<file path="src/rtl/decodePkg.sv">
package decodePkg;

  // Opcodes
  localparam logic [5:0] opR    = 6'b000_000;
  localparam logic [5:0] opAddi = 6'b001_000;
  localparam logic [5:0] opLw   = 6'b100_011;
  localparam logic [5:0] opLh   = 6'b100_001;
  localparam logic [5:0] opLhu  = 6'b100_101;
  localparam logic [5:0] opSw   = 6'b101_011;
  localparam logic [5:0] opBeq  = 6'b000_100;
  localparam logic [5:0] opAndi = 6'b001_100;
  localparam logic [5:0] opOri  = 6'b001_101;

  // ALU operations with aluSub doubling as the branch compare
  localparam logic [2:0] aluAdd   = 3'b000;
  localparam logic [2:0] aluSub   = 3'b001;
  localparam logic [2:0] aluOr    = 3'b010;
  localparam logic [2:0] aluAnd   = 3'b011;
  localparam logic [2:0] aluFunct = 3'b100;

  // Load widths
  localparam logic [1:0] loadWord  = 2'b00;
  localparam logic [1:0] loadHalf  = 2'b01;
  localparam logic [1:0] loadHalfU = 2'b10;

  localparam logic [31:0] pcStep = 32'd4;

  typedef struct packed {
    logic       regDst;
    logic       regWrite;
    logic       aluSrc;
    logic [2:0] aluOp;
    logic       memWrite;
    logic       memRead;
    logic       memToReg;
    logic       branch;
    logic [1:0] loadMode;
  } ctrlT;

  typedef struct packed {
    logic [31:0] pc;
    logic [31:0] instr;
  } fetchT;

  typedef struct packed {
    logic [31:0] pc;
    ctrlT        ctrl;
    logic [31:0] rsData;
    logic [31:0] rtData;
    logic [31:0] immExt;
    logic [4:0]  destReg;
    logic [5:0]  funct;
  } idExT;

  // Write-back port into the register file
  typedef struct packed {
    logic        en;
    logic [4:0]  addr;
    logic [31:0] data;
  } wbT;

endpackage

</file>
<file path="src/rtl/controlUnit.sv">
`timescale 1ns/100ps

module controlUnit (
  input  logic [5:0]      opcode,
  output decodePkg::ctrlT ctrl
);

  import decodePkg::*;

  always_comb
  begin
    // Most common values first
    ctrl          = '0;
    ctrl.regWrite = 1'b1;
    ctrl.memToReg = 1'b1;
    ctrl.aluOp    = aluAdd;
    ctrl.loadMode = loadWord;

    case (opcode)
      opR:
      begin
        ctrl.regDst = 1'b1;
        ctrl.aluOp  = aluFunct;
      end
      opAddi:
      begin
        ctrl.aluSrc = 1'b1;
        ctrl.aluOp  = aluAdd;
      end
      opLw:
      begin
        ctrl.aluSrc   = 1'b1;
        ctrl.aluOp    = aluAdd;
        ctrl.memRead  = 1'b1;
        ctrl.memToReg = 1'b0;
        ctrl.loadMode = loadWord;
      end
      opLh:
      begin
        ctrl.aluSrc   = 1'b1;
        ctrl.aluOp    = aluAdd;
        ctrl.memRead  = 1'b1;
        ctrl.memToReg = 1'b0;
        ctrl.loadMode = loadHalf;
      end
      opLhu:
      begin
        ctrl.aluSrc   = 1'b1;
        ctrl.aluOp    = aluAdd;
        ctrl.memRead  = 1'b1;
        ctrl.memToReg = 1'b0;
        ctrl.loadMode = loadHalfU;
      end
      opSw:
      begin
        ctrl.regWrite = 1'b0;
        ctrl.aluSrc   = 1'b1;
        ctrl.aluOp    = aluAdd;
        ctrl.memWrite = 1'b1;
      end
      opBeq:
      begin
        ctrl.regWrite = 1'b0;
        ctrl.aluOp    = aluSub;
        ctrl.branch   = 1'b1;
      end
      opAndi:
      begin
        ctrl.aluSrc = 1'b1;
        ctrl.aluOp  = aluAnd;
      end
      opOri:
      begin
        ctrl.aluSrc = 1'b1;
        ctrl.aluOp  = aluOr;
      end
      default:
      begin
        // Unknown opcode acts as a no-op
        ctrl.regWrite = 1'b0;
        ctrl.aluOp    = aluAdd;
      end
    endcase
  end

  always_comb
  begin
    memExclusive: assert (!(ctrl.memRead && ctrl.memWrite))
      else $error("memRead and memWrite both set for opcode %h", opcode);
  end

endmodule

</file>
<file path="src/rtl/decodeStage.sv">
`timescale 1ns/100ps

module decodeStage (
  input  logic             clk,
  input  logic             arstN,
  input  decodePkg::fetchT fetchIn,
  input  decodePkg::wbT    wb,
  output decodePkg::idExT  idOut
);

  import decodePkg::*;

  logic [31:0] regs [32];
  logic [5:0]  opcode;
  logic [4:0]  rs;
  logic [4:0]  rt;
  logic [4:0]  rd;
  logic [15:0] imm;
  logic [31:0] rsData;
  logic [31:0] rtData;
  ctrlT        ctrl;

  // Read port with write-back bypass and r0 hardwired to zero
  function automatic logic [31:0] readReg(input logic [4:0] addr);
    logic [31:0] value;
    if (addr == 5'd0)
      value = '0;
    else if (wb.en && wb.addr == addr)
      value = wb.data;
    else
      value = regs[addr];
    return value;
  endfunction

  assign opcode = fetchIn.instr[31:26];
  assign rs     = fetchIn.instr[25:21];
  assign rt     = fetchIn.instr[20:16];
  assign rd     = fetchIn.instr[15:11];
  assign imm    = fetchIn.instr[15:0];

  controlUnit u_ctrl (
    .opcode(opcode),
    .ctrl  (ctrl)
  );

  always_ff @(posedge clk or negedge arstN)
  begin
    if (!arstN)
    begin
      for (int i = 0; i < 32; i++)
        regs[i] <= '0;
    end
    else if (wb.en && wb.addr != 5'd0)
    begin
      regs[wb.addr] <= wb.data;
    end
  end

  // Operands follow both the register file and the write-back port
  always_comb
  begin
    rsData = readReg(rs);
    rtData = readReg(rt);
  end

  assign idOut.pc      = fetchIn.pc;
  assign idOut.ctrl    = ctrl;
  assign idOut.rsData  = rsData;
  assign idOut.rtData  = rtData;
  assign idOut.immExt  = {{16{imm[15]}}, imm};
  assign idOut.destReg = ctrl.regDst ? rd : rt;
  assign idOut.funct   = fetchIn.instr[5:0];

  regZero: assert property (
    @(posedge clk) disable iff (!arstN) regs[0] == '0
  ) else $error("register 0 changed to %h", regs[0]);

endmodule

</file>
<file path="src/rtl/decodeTop.sv">
`timescale 1ns/100ps

module decodeTop (
  input  logic            clk,
  input  logic            arstN,
  input  logic            instrValid,
  input  logic [31:0]     instr,
  input  decodePkg::wbT   wb,
  output logic            idExValid,
  output decodePkg::idExT idExOut
);

  import decodePkg::*;

  fetchT fetchData;
  logic  fetchValid;
  fetchT ifIdData;
  logic  ifIdValid;
  idExT  decoded;

  instrFetch u_fetch (
    .clk       (clk),
    .arstN     (arstN),
    .instrValid(instrValid),
    .instr     (instr),
    .fetchOut  (fetchData),
    .fetchValid(fetchValid)
  );

  // IF/ID buffer
  pipeReg #(.payloadT(fetchT)) u_ifId (
    .clk     (clk),
    .arstN   (arstN),
    .inValid (fetchValid),
    .inData  (fetchData),
    .outValid(ifIdValid),
    .outData (ifIdData)
  );

  decodeStage u_decode (
    .clk    (clk),
    .arstN  (arstN),
    .fetchIn(ifIdData),
    .wb     (wb),
    .idOut  (decoded)
  );

  // ID/EX buffer
  pipeReg #(.payloadT(idExT)) u_idEx (
    .clk     (clk),
    .arstN   (arstN),
    .inValid (ifIdValid),
    .inData  (decoded),
    .outValid(idExValid),
    .outData (idExOut)
  );

endmodule

</file>
<file path="src/rtl/instrFetch.sv">
`timescale 1ns/100ps

module instrFetch (
  input  logic                clk,
  input  logic                arstN,
  input  logic                instrValid,
  input  logic [31:0]         instr,
  output decodePkg::fetchT    fetchOut,
  output logic                fetchValid
);

  import decodePkg::*;

  logic [31:0] pc;

  // Bubbles leave the counter alone
  always_ff @(posedge clk or negedge arstN)
  begin
    if (!arstN)
      pc <= '0;
    else if (instrValid)
      pc <= pc + pcStep;
  end

  assign fetchOut.pc    = pc;
  assign fetchOut.instr = instr;
  assign fetchValid     = instrValid;

  pcAligned: assert property (
    @(posedge clk) disable iff (!arstN) pc[1:0] == 2'b00
  ) else $error("pc not word aligned: %h", pc);

endmodule

</file>
<file path="src/rtl/pipeReg.sv">
`timescale 1ns/100ps

module pipeReg #(
  parameter type payloadT = logic
) (
  input  logic    clk,
  input  logic    arstN,
  input  logic    inValid,
  input  payloadT inData,
  output logic    outValid,
  output payloadT outData
);

  always_ff @(posedge clk or negedge arstN)
  begin
    if (!arstN)
      outValid <= 1'b0;
    else
      outValid <= inValid;
  end

  // Payload only moves with a valid word
  always_ff @(posedge clk)
  begin
    if (inValid)
      outData <= inData;
  end

  validKnown: assert property (
    @(posedge clk) disable iff (!arstN) !$isunknown(outValid)
  ) else $error("outValid unknown after reset");

endmodule

</file>
<file path="config.mk">
export PLATFORM = sky130hd
export DESIGN_NAME = decodeTop
export DESIGN_NICKNAME = d
export VERILOG_FILES = /design/src/rtl/decodePkg.sv /design/src/rtl/controlUnit.sv /design/src/rtl/decodeStage.sv /design/src/rtl/decodeTop.sv /design/src/rtl/instrFetch.sv /design/src/rtl/pipeReg.sv
export SDC_FILE = /design/constraint.sdc
export NUM_CORES = 2
export LEC_CHECK = 0
export BUFFER_PORTS_ARGS = -buffer_cell sky130_fd_sc_hd__buf_2
export CAP_MARGIN = 20
export CORE_AREA = 5 5 343 345
export DETAILED_ROUTE_END_ITERATION = 16
export DIE_AREA = 0 0 348 350
export PLACE_DENSITY = 0.82
export SETUP_SLACK_MARGIN = 0.15
export SYNTH_ARGS = -nofsm -noshare
export SYNTH_HDL_FRONTEND = slang
export SYNTH_SLANG_ARGS = --single-unit
</file>
<file path="constraint.sdc">
create_clock -name clk -period 3.7 [get_ports clk]
set_input_delay 0.185 -clock clk [delete_from_list [all_inputs] [get_ports clk]]
set_output_delay 0.185 -clock clk [all_outputs]
set_load 0.05 [all_outputs]
</file>
==> metrics.md <==
| Metric | Value |
|---|---|
| CP Cell Sequence | `or2_2 > buf_12 > o22ai_1 > o21ai_0 > o2111a_1` |
| H-tree Lvls | `4` |
| Area Growth Syn to Fin | `12.5%` |
| # fillers | `8080` |
| Mapped cell area | `62200 um^2` |
| Final WL | `between 150000 and 200000 um` |
| Minimum clock period | `around 2.9 ns` |
| Worst slew pin tran | `1.08 ns` |
| DR vias/cell | `6.99` |
| Max-slew violation count | `0` |
| Core ar. | `between 100000 and 150000 um^2` |
| RSZ-0062 raised after global routing | `false` |
| Pwr Density | `578 nW/um^2` |
| Pin count of the biggest net entering global routing | `roughly 130` |
| Outcome | `complete, no violations` |
| Final setup viols | `0` |
| Max cap viols | `0` |
| Clock slew at reported path FFs | `0.06 ns` |
| Num ports | `approximately 230` |
| Worst Path Arrival | `3.45 ns` |
| Clock sink total | `between 1000 and 1500` |
| Warnings from Yosys | `0` |
| EDFF count, synth | `approximately 190` |
| R2R setup slack | `0.85 ns` |
| Root Driver | `clkbuf_16` |
| Die area | `roughly 120000 um^2` |
| Gr usage total | `29.6%` |
| Inserted Clock Buffers | `around 130` |
| Remaining Overflow, GRT | `0` |
| Routability Congestion | `0.831` |
| Vias in the first global route | `41300` |
| Std cell rows | `124` |
| Worst VDD drop | `559 uV` |
| Die Y | `~350 um` |
| Setup CP Type | `reg -> reg` |
| Peak Freq | `351 MHz` |
| Worst Path Buf+Inv | `1` |
| Post-synth ARST share | `between 80% and 90%` |
| Placed cells | `5343` |
| DP HPWL | `103000 um` |
| Worst-case clock buffer depth | `3` |
| CTS tree | `yes` |
| First-pass GRT wire length | `about 270000 um` |
| Post-Layout Cell Count | `5633` |
| Critical Path RT | `4.30 ns` |
| Post-synthesis cell type count | `47` |
| Wire length per cell | `between 30 and 40 um` |
| Post-Route Setup TNS | `0 ns` |
| # nets final | `4074` |
| Hold/Removal Path Class | `in -> async` |
| Vias | `39300` |
| Remaining antenna violation count after routing | `0` |
| Final WS setup | `0.848 ns` |
| Path depth of the worst reg2reg path | `5` |
| Initial antenna violation count | `11` |
| Pre-CTS worst setup slack | `0.932 ns` |
| DRT Pass-1 Iters | `5` |
| Post-CTS setup repair buffer count | `0` |
| Util after Layout | `61.5%` |
| Final hold vios | `0` |
| Final worst path period share | `between 70% and 80%` |
| Initial Util | `54.6%` |
| DRC | `0` |
| Worst hold margin | `0.0123 ns` |
| Slowest stage delay, CP | `0.92 ns` |
| R2r endpoint | `u_idEx.outData[102]` |
| Reg2reg start | `u_ifId.outData[23]` |
| Clock Skews | `0.0340 ns` |
| I/O Buffers | `222` |
| Post-Syn Area per Cell | `approximately 16 um^2` |
| CP delay by family, top | `flip-flops` |
| Crit path max fanout | `14` |
| Post-synthesis sequential area ratio | `51.6%` |
| Endpoint class of the critical path | `register` |
| Ratio of cells with drive above 1 in the final layout | `51.6%` |
| Ys flop type | `dfrtp_1` |
| Crit-path slowest cell | `edfxtp_1` |
| Slew HR | `27.9%` |
| FF+latch count, synth | `roughly 1200` |
| Cells after Synth | `3927` |
| Leakage | `29.5 nW` |
| Iter 0 DRT Violations | `about 4800` |
| Die width | `about 350 um` |
| Clk_lat worst skew | `~0.75 ns` |
| Critical Path Source Type | `register` |
==> report_power, final <==
group	leakage [nW]	internal, mW	total, mW	switching (mW)
Combinational	11.8	4.57	8.20	3.63
Sequential	15.4	16.4	18.2	1.83
Clock	2.28	8.43	14.1	5.65
==> placed cells by master (no fill, tap or decap), types with 35 or more instances in the layout <==
master     synthesis  routed
dfrtp_1         1056    1055
nand2_1           99      82
mux2_1            74      74
buf_4             47      89
clkbuf_16          0     140
mux4_2           510     510
o211ai_1          62      62
buf_12             0      52
clkbuf_1         209      35
mux2_2           986     986
o21ai_1           47      47
o2111a_1          62      62
edfxtp_1         189     189
o22ai_1          124     124
buf_2            127     220
mux2i_1           70      70
==> layer usage <==
| layer | vias to the layer above | share of wire, % | track usage [%] | wire length [um] |
|---|---|---|---|---|
| met3 | 567 | 11 | 9.03 | 20700 |
| met4 | 12 | 4.9 | 13.6 | 8830 |
| met2 | 2372 | 46 | 45.1 | 82900 |
| li1 | 15400 | - | - | - |
| met5 | - | 0.041 | 0 | 74 |
| met1 | 21000 | 38 | 39.6 | 67700 |
==> cells by family after synthesis <==
logic type      count (synthesis)  synth area share (%)
xor+xnor                       39                 0.549
flops                        1245                  51.6
other cells                     1               0.00603
buf+inv                       462                  3.55
simple gates                  212                  1.70
mux                          1640                  38.8
fa+ha+maj                       1                0.0201
compound gates                327                  3.80
==> cells in the mapped netlist, types with 6 or more instances <==
library cell | instances | share of area [%]
nand4_1 | 9 | 0.091
clkbuf_1 | 209 | 1.3
mux4_2 | 510 | 18
o21ai_0 | 18 | 0.14
xnor2_1 | 26 | 0.37
a21oi_1 | 6 | 0.048
buf_2 | 127 | 1.0
nor2_1 | 25 | 0.15
o2111a_1 | 62 | 1.1
nor3_1 | 10 | 0.080
xor2_1 | 13 | 0.18
mux2_2 | 986 | 18
mux2i_1 | 70 | 1.1
dfrtp_1 | 1056 | 42
nor2b_1 | 6 | 0.060
nand2_1 | 99 | 0.60
mux2_1 | 74 | 1.3
o21ai_1 | 47 | 0.38
edfxtp_1 | 189 | 9.1
nand3_1 | 16 | 0.13
nand2b_1 | 9 | 0.091
buf_1 | 56 | 0.34
buf_4 | 47 | 0.57
buf_6 | 18 | 0.33
o211ai_1 | 62 | 0.75
o22ai_1 | 124 | 1.2
==> state kept, by name, summed over array words and instances (netlist names) <==
name	count
u_ifId.outValid	1
u_idEx.outData	127
u_ifId.outData	62
u_idEx.outValid	1
u_fetch.pc	30
u_decode.regs	1024
==> cell type report <==
class | count | area, um^2 | area share (%)
Antenna cell | 9 | 22.5 | 0.0322
Clock buffer | 202 | 4010 | 5.73
Clock inverter | 45 | 642 | 0.917
Inverter | 3 | 11.3 | 0.0161
Multi-Input combinational cell | 2221 | 28100 | 40.2
Sequential cell | 1245 | 32100 | 45.9
Tap cell | 1512 | 1890 | 2.70
Timing Repair Buffer | 396 | 3170 | 4.52
==> how the worst max path moves through the flow <==
| stage | from | cells past startpoint | to | slack [ns] |
|---|---|---|---|---|
| after global routing | u_ifId.outData[23] | 5 | u_idEx.outData[102] | 0.87 |
| after global placement | u_ifId.outData[23] | 5 | u_idEx.outData[102] | 1.03 |
| final | u_ifId.outData[23] | 5 | u_idEx.outData[102] | 0.85 |
| after floorplan | u_ifId.outValid | 0 | u_idEx.outData[0] | 0.34 |
| after CTS | u_ifId.outData[21] | 7 | u_idEx.outData[87] | 0.98 |
| after detailed placement | wb[34] | 6 | u_decode.regs[960] | 0.93 |
==> repair_timing <==
action / 4_1_cts / 5_1_grt
resized for setup: 0 / 0
hold buffers: 34 / 0
endpoints found under the setup margin: 0 / 0
endpoints found under the hold margin: 406 / 0
==> metrics by stage <==
stage | area, um^2 | power [mW]
after floorplan | 62200 | 24.0
after global placement | 65000 | 25.9
after detailed placement | 65000 | 26.4
after CTS | 70000 | 40.5
after global routing | 70000 | 41.9
final | 70000 | 40.5
Note: power is estimated with default switching activity, not from simulation.
